**src/rtl/du_pkg.sv**
```systemverilog
// ==================================================
// Debug unit shared definitions
// Widths, command opcodes, register file write
// port and UART transmit request structs
// ==================================================

package du_pkg;

    // Program counter and register file widths
    localparam int NB_PC        = 32;
    localparam int NB_REG       = 32;
    localparam int NB_REG_ADDR  = 5;

    // One serial byte
    localparam int NB_UART_DATA = 8;

    // Host command opcodes, ASCII encoded
    typedef enum logic [7:0] {
        CMD_DUMP = 8'h44
    } du_cmd_e;

    // Register file write port
    typedef struct packed {
        logic                   en;
        logic [NB_REG_ADDR-1:0] addr;
        logic [NB_REG-1:0]      data;
    } rf_wr_t;

    // One byte handed to the UART transmitter
    typedef struct packed {
        logic                    start;
        logic [NB_UART_DATA-1:0] data;
    } tx_req_t;

endpackage

```
**src/rtl/cpu_regfile.sv**
```systemverilog
// ==================================================
// CPU register file
// 32 x 32-bit, one write port, one combinational
// read port, register 0 hardwired to zero
// ==================================================

module cpu_regfile (
    input  logic                           clk,
    input  logic                           i_rst,
    input  du_pkg::rf_wr_t                 i_wr,
    input  logic [du_pkg::NB_REG_ADDR-1:0] i_raddr,
    output logic [du_pkg::NB_REG-1:0]      o_rdata
);

    import du_pkg::*;

    localparam int N_REGS = 2 ** NB_REG_ADDR;

    logic [NB_REG-1:0] regs [N_REGS];
    logic              wr_ok;

    // Writes to register 0 are dropped
    assign wr_ok = i_wr.en && (i_wr.addr != '0);

    always_ff @(posedge clk) begin
        if (i_rst) begin
            for (int i = 0; i < N_REGS; i++) begin
                regs[i] <= '0;
            end
        end else if (wr_ok) begin
            regs[i_wr.addr] <= i_wr.data;
        end
    end

    // Debug read port
    assign o_rdata = regs[i_raddr];

endmodule

```
**src/rtl/du_cmd_decoder.sv**
```systemverilog
// ==================================================
// Debug command decoder
// Turns a received dump opcode into a one-cycle
// start pulse while the dump path is idle
// ==================================================

module du_cmd_decoder (
    input  logic            clk,
    input  logic            i_rst,
    input  logic            i_byte_valid,
    input  du_pkg::du_cmd_e i_byte,
    input  logic            i_busy,
    output logic            o_dump_start
);

    import du_pkg::*;

    logic dump_hit;
    logic start_guard;

    // Busy is still low in the cycle the start pulse is out
    assign start_guard = o_dump_start;
    assign dump_hit    = i_byte_valid && (i_byte == CMD_DUMP);

    always_ff @(posedge clk) begin
        if (i_rst) begin
            o_dump_start <= 1'b0;
        end else begin
            o_dump_start <= dump_hit && !i_busy && !start_guard;
        end
    end

    // Start only from an idle transmitter, which then goes busy
    a_start_when_idle: assert property (
        @(posedge clk) disable iff (i_rst)
        o_dump_start |-> !i_busy ##1 i_busy
    );

endmodule

```
**src/rtl/du_dump_top.sv**
```systemverilog
// ==================================================
// Debug unit register dump top level
// UART receiver, command decoder, CPU register
// file, dump transmitter and UART transmitter
// ==================================================

module du_dump_top #(
    parameter int CLKS_PER_BIT = 16
) (
    input  logic                     clk,
    input  logic                     i_rst,
    input  logic                     i_rx,
    output logic                     o_tx,
    input  logic [du_pkg::NB_PC-1:0] i_pc,
    input  du_pkg::rf_wr_t           i_rf_wr,
    output logic                     o_busy,
    output logic                     o_dump_done
);

    import du_pkg::*;

    logic                    rx_valid;
    logic [NB_UART_DATA-1:0] rx_byte;
    logic                    dump_start;
    logic [NB_REG_ADDR-1:0]  rf_raddr;
    logic [NB_REG-1:0]       rf_rdata;
    tx_req_t                 tx_req;
    logic                    tx_done;

    uart_rx #(
        .CLKS_PER_BIT (CLKS_PER_BIT)
    ) i_uart_rx (
        .clk          (clk),
        .i_rst        (i_rst),
        .i_rx         (i_rx),
        .o_byte_valid (rx_valid),
        .o_byte       (rx_byte)
    );

    du_cmd_decoder i_du_cmd_decoder (
        .clk          (clk),
        .i_rst        (i_rst),
        .i_byte_valid (rx_valid),
        .i_byte       (du_cmd_e'(rx_byte)),
        .i_busy       (o_busy),
        .o_dump_start (dump_start)
    );

    cpu_regfile i_cpu_regfile (
        .clk     (clk),
        .i_rst   (i_rst),
        .i_wr    (i_rf_wr),
        .i_raddr (rf_raddr),
        .o_rdata (rf_rdata)
    );

    du_regfile_tx #(
        .NB_PC (NB_PC)
    ) i_du_regfile_tx (
        .clk             (clk),
        .i_rst           (i_rst),
        .i_start         (dump_start),
        .i_pc            (i_pc),
        .i_regfile_data  (rf_rdata),
        .i_tx_done       (tx_done),
        .o_regfile_raddr (rf_raddr),
        .o_tx_req        (tx_req),
        .o_busy          (o_busy),
        .o_done          (o_dump_done)
    );

    uart_tx #(
        .CLKS_PER_BIT (CLKS_PER_BIT)
    ) i_uart_tx (
        .clk       (clk),
        .i_rst     (i_rst),
        .i_req     (tx_req),
        .o_tx      (o_tx),
        .o_tx_done (tx_done)
    );

endmodule

```
**src/rtl/du_regfile_tx.sv**
```systemverilog
// ==================================================
// Register dump transmitter
// Sends the PC, then registers 0 to 31, each as
// four bytes LSB first, one byte per UART done
// ==================================================

module du_regfile_tx #(
    parameter int NB_PC = du_pkg::NB_PC
) (
    input  logic                           clk,
    input  logic                           i_rst,
    input  logic                           i_start,
    input  logic [NB_PC-1:0]               i_pc,
    input  logic [du_pkg::NB_REG-1:0]      i_regfile_data,
    input  logic                           i_tx_done,
    output logic [du_pkg::NB_REG_ADDR-1:0] o_regfile_raddr,
    output du_pkg::tx_req_t                o_tx_req,
    output logic                           o_busy,
    output logic                           o_done
);

    import du_pkg::*;

    localparam int NB_COUNTER     = 3;
    localparam int BYTES_PER_WORD = NB_REG / NB_UART_DATA;
    localparam logic [NB_COUNTER-1:0] LAST_COUNT = NB_COUNTER'(BYTES_PER_WORD);

    typedef enum logic [1:0] {
        IDLE,
        SEND_PC,
        READ_REG,
        SEND_REG
    } state_e;

    state_e                 state;
    state_e                 state_next;
    logic [NB_REG-1:0]      data_reg;
    logic [NB_REG-1:0]      data_next;
    logic [NB_REG_ADDR-1:0] addr_reg;
    logic [NB_REG_ADDR-1:0] addr_next;
    logic [NB_COUNTER-1:0]  count_reg;
    logic [NB_COUNTER-1:0]  count_next;
    logic [NB_REG-1:0]      word;

    always_ff @(posedge clk) begin
        if (i_rst) begin
            state     <= IDLE;
            addr_reg  <= '0;
            count_reg <= '0;
        end else begin
            state     <= state_next;
            addr_reg  <= addr_next;
            count_reg <= count_next;
        end
    end

    always_ff @(posedge clk) begin
        data_reg <= data_next;
    end

    // PC is taken live, byte by byte
    assign word = (state == SEND_PC) ? NB_REG'(i_pc) : data_reg;

    always_comb begin
        state_next = state;
        data_next  = data_reg;
        addr_next  = addr_reg;
        count_next = count_reg;
        o_tx_req   = '0;
        o_done     = 1'b0;

        case (state)
            IDLE: begin
                if (i_start) begin
                    state_next = SEND_PC;
                end
            end

            SEND_PC, SEND_REG: begin
                if (count_reg == LAST_COUNT) begin
                    // Last byte of the word is out
                    if (i_tx_done) begin
                        count_next = '0;
                        if (state == SEND_REG && addr_reg == '0) begin
                            // Address wrapped after register 31
                            state_next = IDLE;
                            o_done     = 1'b1;
                        end else begin
                            state_next = READ_REG;
                        end
                    end
                end else if (count_reg == '0 || i_tx_done) begin
                    o_tx_req.start = 1'b1;
                    o_tx_req.data  = word[count_reg * NB_UART_DATA +: NB_UART_DATA];
                    count_next     = count_reg + 1'b1;
                end
            end

            READ_REG: begin
                data_next  = i_regfile_data;
                addr_next  = addr_reg + 1'b1;
                state_next = SEND_REG;
            end

            default: state_next = IDLE;
        endcase
    end

    assign o_regfile_raddr = addr_reg;

    // Busy drops together with the done pulse
    assign o_busy = (state != IDLE) && !o_done;

    // Every UART done answers a byte started from a send state
    a_done_in_send: assert property (
        @(posedge clk) disable iff (i_rst)
        i_tx_done |-> (state == SEND_PC || state == SEND_REG) && count_reg != '0
    );

endmodule

```
**src/rtl/uart_rx.sv**
```systemverilog
// ==================================================
// UART receiver
// Mid-bit sampling, 8 data bits LSB first,
// frames with a low stop bit are dropped
// ==================================================

module uart_rx #(
    parameter int CLKS_PER_BIT = 16
) (
    input  logic                            clk,
    input  logic                            i_rst,
    input  logic                            i_rx,
    output logic                            o_byte_valid,
    output logic [du_pkg::NB_UART_DATA-1:0] o_byte
);

    import du_pkg::*;

    localparam int CNT_W = $clog2(CLKS_PER_BIT);
    localparam logic [CNT_W-1:0] HALF_BIT = CNT_W'(CLKS_PER_BIT / 2 - 1);
    localparam logic [CNT_W-1:0] FULL_BIT = CNT_W'(CLKS_PER_BIT - 1);

    typedef enum logic [1:0] {
        IDLE,
        START,
        DATA,
        STOP
    } state_e;

    state_e                  state;
    logic [CNT_W-1:0]        clk_cnt;
    logic [2:0]              bit_idx;
    logic [NB_UART_DATA-1:0] shift_reg;

    always_ff @(posedge clk) begin
        if (i_rst) begin
            state        <= IDLE;
            clk_cnt      <= '0;
            bit_idx      <= '0;
            o_byte_valid <= 1'b0;
        end else begin
            o_byte_valid <= 1'b0;
            clk_cnt      <= clk_cnt + 1'b1;
            case (state)
                IDLE: begin
                    clk_cnt <= '0;
                    if (!i_rx) begin
                        state <= START;
                    end
                end
                START: begin
                    // Middle of the start bit, glitches fall back to idle
                    if (clk_cnt == HALF_BIT) begin
                        clk_cnt <= '0;
                        bit_idx <= '0;
                        state   <= i_rx ? IDLE : DATA;
                    end
                end
                DATA: begin
                    if (clk_cnt == FULL_BIT) begin
                        clk_cnt <= '0;
                        bit_idx <= bit_idx + 1'b1;
                        if (bit_idx == 3'd7) begin
                            state <= STOP;
                        end
                    end
                end
                STOP: begin
                    if (clk_cnt == FULL_BIT) begin
                        o_byte_valid <= i_rx;
                        state        <= IDLE;
                    end
                end
                default: state <= IDLE;
            endcase
        end
    end

    // LSB arrives first, so shift in from the top
    always_ff @(posedge clk) begin
        if (state == DATA && clk_cnt == FULL_BIT) begin
            shift_reg <= {i_rx, shift_reg[NB_UART_DATA-1:1]};
        end
    end

    assign o_byte = shift_reg;

endmodule

```
**src/rtl/uart_tx.sv**
```systemverilog
// ==================================================
// UART transmitter
// Start bit, 8 data bits LSB first, stop bit,
// one done pulse per byte
// ==================================================

module uart_tx #(
    parameter int CLKS_PER_BIT = 16
) (
    input  logic            clk,
    input  logic            i_rst,
    input  du_pkg::tx_req_t i_req,
    output logic            o_tx,
    output logic            o_tx_done
);

    import du_pkg::*;

    localparam int CNT_W = $clog2(CLKS_PER_BIT);
    localparam logic [CNT_W-1:0] FULL_BIT = CNT_W'(CLKS_PER_BIT - 1);
    localparam logic [CNT_W-1:0] STOP_END = CNT_W'(CLKS_PER_BIT - 2);

    typedef enum logic [1:0] {
        IDLE,
        START,
        DATA,
        STOP
    } state_e;

    state_e                  state;
    logic [CNT_W-1:0]        clk_cnt;
    logic [2:0]              bit_idx;
    logic [NB_UART_DATA-1:0] shift_reg;

    always_ff @(posedge clk) begin
        if (i_rst) begin
            state     <= IDLE;
            clk_cnt   <= '0;
            bit_idx   <= '0;
            o_tx      <= 1'b1;
            o_tx_done <= 1'b0;
        end else begin
            o_tx_done <= 1'b0;
            clk_cnt   <= clk_cnt + 1'b1;
            case (state)
                IDLE: begin
                    clk_cnt <= '0;
                    if (i_req.start) begin
                        o_tx  <= 1'b0;
                        state <= START;
                    end
                end
                START: begin
                    if (clk_cnt == FULL_BIT) begin
                        clk_cnt <= '0;
                        bit_idx <= '0;
                        o_tx    <= shift_reg[0];
                        state   <= DATA;
                    end
                end
                DATA: begin
                    if (clk_cnt == FULL_BIT) begin
                        clk_cnt <= '0;
                        bit_idx <= bit_idx + 1'b1;
                        if (bit_idx == 3'd7) begin
                            o_tx  <= 1'b1;
                            state <= STOP;
                        end else begin
                            o_tx <= shift_reg[1];
                        end
                    end
                end
                STOP: begin
                    // Last stop bit clock is spent back in idle, with done high
                    if (clk_cnt == STOP_END) begin
                        o_tx_done <= 1'b1;
                        state     <= IDLE;
                    end
                end
                default: state <= IDLE;
            endcase
        end
    end

    always_ff @(posedge clk) begin
        if (state == IDLE && i_req.start) begin
            shift_reg <= i_req.data;
        end else if (state == DATA && clk_cnt == FULL_BIT) begin
            shift_reg <= shift_reg >> 1;
        end
    end

    a_req_when_idle: assert property (
        @(posedge clk) disable iff (i_rst)
        i_req.start |-> state == IDLE
    );

endmodule

```
**config.mk**
```make
export PLATFORM = sky130hd
export DESIGN_NAME = du_dump_top
export DESIGN_NICKNAME = d
export VERILOG_FILES = /design/src/rtl/du_pkg.sv /design/src/rtl/cpu_regfile.sv /design/src/rtl/du_cmd_decoder.sv /design/src/rtl/du_dump_top.sv /design/src/rtl/du_regfile_tx.sv /design/src/rtl/uart_rx.sv /design/src/rtl/uart_tx.sv
export SDC_FILE = /design/constraint.sdc
export NUM_CORES = 2
export LEC_CHECK = 0
export BUFFER_PORTS_ARGS = -buffer_cell sky130_fd_sc_hd__clkbuf_2
export CAP_MARGIN = 20
export CELL_PAD_IN_SITES_DETAIL_PLACEMENT = 1
export CELL_PAD_IN_SITES_GLOBAL_PLACEMENT = 2
export CORE_MARGIN = 8
export CORE_UTILIZATION = 44
export DETAILED_ROUTE_END_ITERATION = 8
export PLACE_DENSITY_LB_ADDON = 0.12
export SLEW_MARGIN = 10
export SYNTH_ARGS = -nofsm -noshare
export SYNTH_HDL_FRONTEND = slang
export SYNTH_SLANG_ARGS = --single-unit
```
**constraint.sdc**
```tcl
create_clock -name clk -period 2.7 [get_ports clk]
set_input_delay 0 -clock clk [delete_from_list [all_inputs] [get_ports clk]]
set_output_delay 0 -clock clk [all_outputs]
set_load 0.005 [all_outputs]
```
==> impl_results.html <==
<table>
<tr><th>Metric</th><th>Value</th></tr>
<tr><th colspan="2">Status</th></tr>
<tr><td>Run status</td><td>completed</td></tr>
<tr><th colspan="2">Final layout</th></tr>
<tr><td>Share of layout cells above drive strength 1</td><td>19.8%</td></tr>
<tr><td>Highest-count cells in the layout ignoring fill and taps</td><td>1072 x sky130_fd_sc_hd__edfxtp_1, 993 x sky130_fd_sc_hd__and2_1, 186 x sky130_fd_sc_hd__mux2i_1, 159 x sky130_fd_sc_hd__buf_4, 151 x sky130_fd_sc_hd__mux4_2</td></tr>
<tr><td>Layout Area Growth over Synthesis</td><td>15.1%</td></tr>
<tr><td>Number of nets at the end of the flow</td><td>3609</td></tr>
<tr><td>Flip-flop count of the largest register after layout</td><td>1024</td></tr>
<tr><td>Post-route cell area</td><td>between 50000 and 60000 sq um</td></tr>
<tr><td>Most common cell after layout, fill and taps aside</td><td>sky130_fd_sc_hd__edfxtp_1</td></tr>
<tr><th colspan="2">Drt</th></tr>
<tr><td>Initial detailed-routing violation count</td><td>roughly 2900</td></tr>
<tr><td>Remaining routing DRC violations</td><td>0</td></tr>
<tr><td>Pre-Repair DR Iteration Count</td><td>5</td></tr>
<tr><td>Final routed wire length divided by cell count</td><td>31.8 um</td></tr>
<tr><td>Final wirelength</td><td>roughly 160 mm</td></tr>
<tr><td>Post-detailed-route count of antenna-violating nets</td><td>0</td></tr>
<tr><td>Routed vias</td><td>30000</td></tr>
<tr><td>Vias per Instance</td><td>5.87</td></tr>
<tr><th colspan="2">Placement</th></tr>
<tr><td>Detailed Place HPWL</td><td>100 mm</td></tr>
<tr><td>Routability congestion estimate</td><td>0.835</td></tr>
<tr><td>Port Buf Inserts</td><td>between 70 and 80</td></tr>
<tr><td>Pre-CTS setup slack</td><td>-268 ps</td></tr>
<tr><td>Area post-placement</td><td>53000 sq um</td></tr>
<tr><th colspan="2">Timing</th></tr>
<tr><td>Final number of max-transition violations</td><td>0</td></tr>
<tr><td>Slew @ Worst Pin</td><td>1040 ps</td></tr>
<tr><td>RSZ-0062 raised after global routing</td><td>false</td></tr>
<tr><td>Setup ws final</td><td>42.8 ps</td></tr>
<tr><td>Final count of negative-setup-slack endpoints</td><td>0</td></tr>
<tr><td>Number of hold violations in the final report</td><td>0</td></tr>
<tr><td>Max transition margin</td><td>30.4%</td></tr>
<tr><td>Final worst-path cycle share</td><td>98.4%</td></tr>
<tr><td>Clock skew after layout</td><td>27.9 ps</td></tr>
<tr><td>Sum of negative setup slack</td><td>0 ps</td></tr>
<tr><td>Crit path time final</td><td>2660 ps</td></tr>
<tr><td>Maximum operating frequency</td><td>376 MHz</td></tr>
<tr><td>Worst-case hold slack</td><td>44.9 ps</td></tr>
<tr><th colspan="2">Global route</th></tr>
<tr><td>Via count of the first global-routing pass</td><td>between 30000 and 40000</td></tr>
<tr><td>Number of antenna violations at the first check in global routing</td><td>6</td></tr>
<tr><td>Grt ovf</td><td>0</td></tr>
<tr><td>Overall routing resource usage</td><td>25.7%</td></tr>
<tr><td>Largest net degree at the start of global routing</td><td>57</td></tr>
<tr><td>Global-route wire length before repair</td><td>232 mm</td></tr>
<tr><th colspan="2">Logic synthesis</th></tr>
<tr><td>Synth Register Bits</td><td>1104</td></tr>
<tr><td>Synth Warn #</td><td>0</td></tr>
<tr><td>Proportion of synthesized chip area in sequential cells</td><td>65.8%</td></tr>
<tr><td>Combinational family with the most area after synthesis</td><td>simple AND/OR/NAND/NOR gates</td></tr>
<tr><td>Instance count of the mapped netlist</td><td>3346</td></tr>
<tr><td>Post-Synth Adder-Cell Area</td><td>0.502%</td></tr>
<tr><td>Synthesized-area fraction occupied by and/or/nand/nor cells</td><td>roughly 15%</td></tr>
<tr><td>Fraction of synthesized cell area in xor and xnor cells</td><td>0.140%</td></tr>
<tr><td>Number of flops mapped to enable cells by yosys</td><td>1072</td></tr>
<tr><td>Share of async-settable or async-resettable flops after synthesis</td><td>0%</td></tr>
<tr><td>Dominant synthesized flop cell</td><td>sky130_fd_sc_hd__edfxtp_1</td></tr>
<tr><td>Synth Cell Area</td><td>49900 sq um</td></tr>
<tr><td>Number of different library cells in the post-synthesis netlist</td><td>67</td></tr>
<tr><td>Syn_area_per_cell</td><td>14.9 sq um</td></tr>
<tr><td>Share of cell area taken by muxes after synthesis</td><td>10.9%</td></tr>
<tr><td>Compound-cell area share of the yosys netlist</td><td>4.42%</td></tr>
<tr><th colspan="2">CTS</th></tr>
<tr><td>Number of buffers created by CTS</td><td>130</td></tr>
<tr><td>Register clock-pin slew on the reported worst setup and hold paths</td><td>approximately 60 ps</td></tr>
<tr><td>Buffer type at the clock tree root</td><td>sky130_fd_sc_hd__clkbuf_16</td></tr>
<tr><td>Maximum clock insertion buffer count</td><td>3</td></tr>
<tr><td>Clock tree from TritonCTS</td><td>built</td></tr>
<tr><td>CTS H-tree depth</td><td>4</td></tr>
<tr><td>CTS sink cnt</td><td>1104</td></tr>
<tr><td>Worst skew pair latency</td><td>around 740 ps</td></tr>
<tr><th colspan="2">Worst hold path</th></tr>
<tr><td>Min-Delay Path Class</td><td>in2reg</td></tr>
<tr><th colspan="2">Critical path</th></tr>
<tr><td>Arrival @ worst endpoint</td><td>3110 ps</td></tr>
<tr><td>CP startpoint kind</td><td>register</td></tr>
<tr><td>Nature of the critical path endpoint</td><td>register</td></tr>
<tr><td>Critical-path cell with the highest stage delay</td><td>sky130_fd_sc_hd__mux4_2</td></tr>
<tr><td>Data required time of the worst path</td><td>approximately 3200 ps</td></tr>
<tr><td>Buffers &amp; Inverters on Critical Path</td><td>3</td></tr>
<tr><td>Cell-by-cell listing of the critical path</td><td>buf_4 &gt; buf_12 &gt; buf_12 &gt; mux4_2 &gt; a22o_1 &gt; nor4_2 &gt; a31oi_1</td></tr>
<tr><td>Crit path max-delay family</td><td>multiplexers</td></tr>
<tr><td>Kind of critical path</td><td>reg2reg</td></tr>
<tr><td>Critical path's most frequent cell</td><td>sky130_fd_sc_hd__buf_12</td></tr>
<tr><td>Largest stage delay on the critical path</td><td>540 ps</td></tr>
<tr><td>Maximum fanout count along the critical path</td><td>13</td></tr>
<tr><th colspan="2">Pwr</th></tr>
<tr><td>Largest vdd supply drop</td><td>0.000627 V</td></tr>
<tr><td>Pwr Density</td><td>666 nW/um^2</td></tr>
<tr><td>Standby leakage power</td><td>19.7 nW</td></tr>
<tr><th colspan="2">Floorplan</th></tr>
<tr><td>Std-Cell Rows</td><td>123</td></tr>
<tr><td>Vertical die dimension</td><td>about 350 um</td></tr>
<tr><td>Core outline area</td><td>~110000 sq um</td></tr>
<tr><td>Overall die width</td><td>353 um</td></tr>
<tr><td>Initial core utilization</td><td>44.3%</td></tr>
<tr><td>I/O Pins</td><td>76</td></tr>
<tr><td>Total Die Area</td><td>124000 sq um</td></tr>
<tr><th colspan="2">Flow run</th></tr>
<tr><td>Reported max-cap violation count</td><td>0</td></tr>
</table>
## metrics by stage
| step | util [%] | std cells | power [mW] |
|---|---|---|---|
| final | 51.1 | 5105 | 38.2 |
| after global placement | 47.1 | 4836 | 21.9 |
| after global routing | 51.1 | 5103 | 39.3 |
| after detailed placement | 47.1 | 4838 | 22.0 |
| after CTS | 51.0 | 5101 | 38.5 |
| after floorplan | - | 3377 | 21.0 |
## cell usage after synthesis, types with 13 or more instances
| master | instances | share of area [%] |
|---|---|---|
| sky130_fd_sc_hd__o22ai_1 | 89 | 1.1 |
| sky130_fd_sc_hd__a221oi_1 | 25 | 0.44 |
| sky130_fd_sc_hd__nand3_1 | 14 | 0.14 |
| sky130_fd_sc_hd__a31oi_1 | 27 | 0.34 |
| sky130_fd_sc_hd__buf_6 | 30 | 0.68 |
| sky130_fd_sc_hd__mux2i_1 | 186 | 3.7 |
| sky130_fd_sc_hd__clkbuf_1 | 209 | 1.6 |
| sky130_fd_sc_hd__nand2_1 | 24 | 0.18 |
| sky130_fd_sc_hd__buf_4 | 17 | 0.26 |
| sky130_fd_sc_hd__dfxtp_1 | 32 | 1.3 |
| sky130_fd_sc_hd__a22oi_1 | 31 | 0.47 |
| sky130_fd_sc_hd__nor4_1 | 30 | 0.38 |
| sky130_fd_sc_hd__buf_2 | 46 | 0.46 |
| sky130_fd_sc_hd__mux2_2 | 13 | 0.29 |
| sky130_fd_sc_hd__a21oi_1 | 38 | 0.38 |
| sky130_fd_sc_hd__a22o_1 | 57 | 1.0 |
| sky130_fd_sc_hd__mux4_2 | 151 | 6.8 |
| sky130_fd_sc_hd__nor3_1 | 14 | 0.14 |
| sky130_fd_sc_hd__ha_1 | 20 | 0.50 |
| sky130_fd_sc_hd__and2_1 | 994 | 12 |
| sky130_fd_sc_hd__nor2_1 | 57 | 0.43 |
| sky130_fd_sc_hd__or2_2 | 31 | 0.39 |
| sky130_fd_sc_hd__edfxtp_1 | 1072 | 65 |
## layout make-up
cell class                 count  area (sq um)
fill                       10700         55100
sequential                  1104         32800
multi-input combinational   1946         15800
clock buffer                 173          3560
timing repair buffer         322          2990
tap                         1500          1880
clock inverter                46           362
inverter                      12          45.0
antenna                        2          5.00
## final timing paths
check                                                    to                          startpoint  depth (start not counted)  slack, ps
worst max-delay path            i_du_regfile_tx.data_reg[8]  i_du_regfile_tx.o_regfile_raddr[0]                          7         40
worst min-delay path              i_cpu_regfile.regs[0][23]                               i_rst                          2         40
worst max register to register  i_du_regfile_tx.data_reg[8]  i_du_regfile_tx.o_regfile_raddr[0]                          7         40
worst min register to register          i_uart_rx.o_byte[1]                 i_uart_rx.o_byte[2]                          0        460
## power breakdown
part	leakage [nW]	switching [mW]	internal, mW	total [mW]
registers	10.4	0.256	19.6	19.9
logic	7.33	1.20	0.567	1.77
clock network	1.92	6.90	9.68	16.6
## per-layer routing
metal  global-route usage [%]  vias to the layer above  wire length, um
met5                        0                        -                0
met4                     7.59                        0             4320
met3                     4.61                      238            10400
met2                     42.9                      989            78900
met1                     34.3                    16100            68600
li1                         -                    12700                -
## cell families after synthesis
| kind of cell | Yosys count |
|---|---|
| muxes | 351 |
| adders and majority gates | 20 |
| buffers and inverters | 327 |
| AOI/OAI and AO/OA | 311 |
| DFF | 1104 |
| and+or+nand+nor | 1224 |
| other | 1 |
| xor gates and xnor gates | 8 |
## what timing repair did
item	4_1_cts	5_1_grt
hold endpoints to repair	12	0
endpoints found under the setup margin	9	3
buffers inserted	11	1
hold buffers	33	0
cloned	0	1
resized for setup	12	3
pin swaps	0	1
Power figures use the tool's default switching activity.
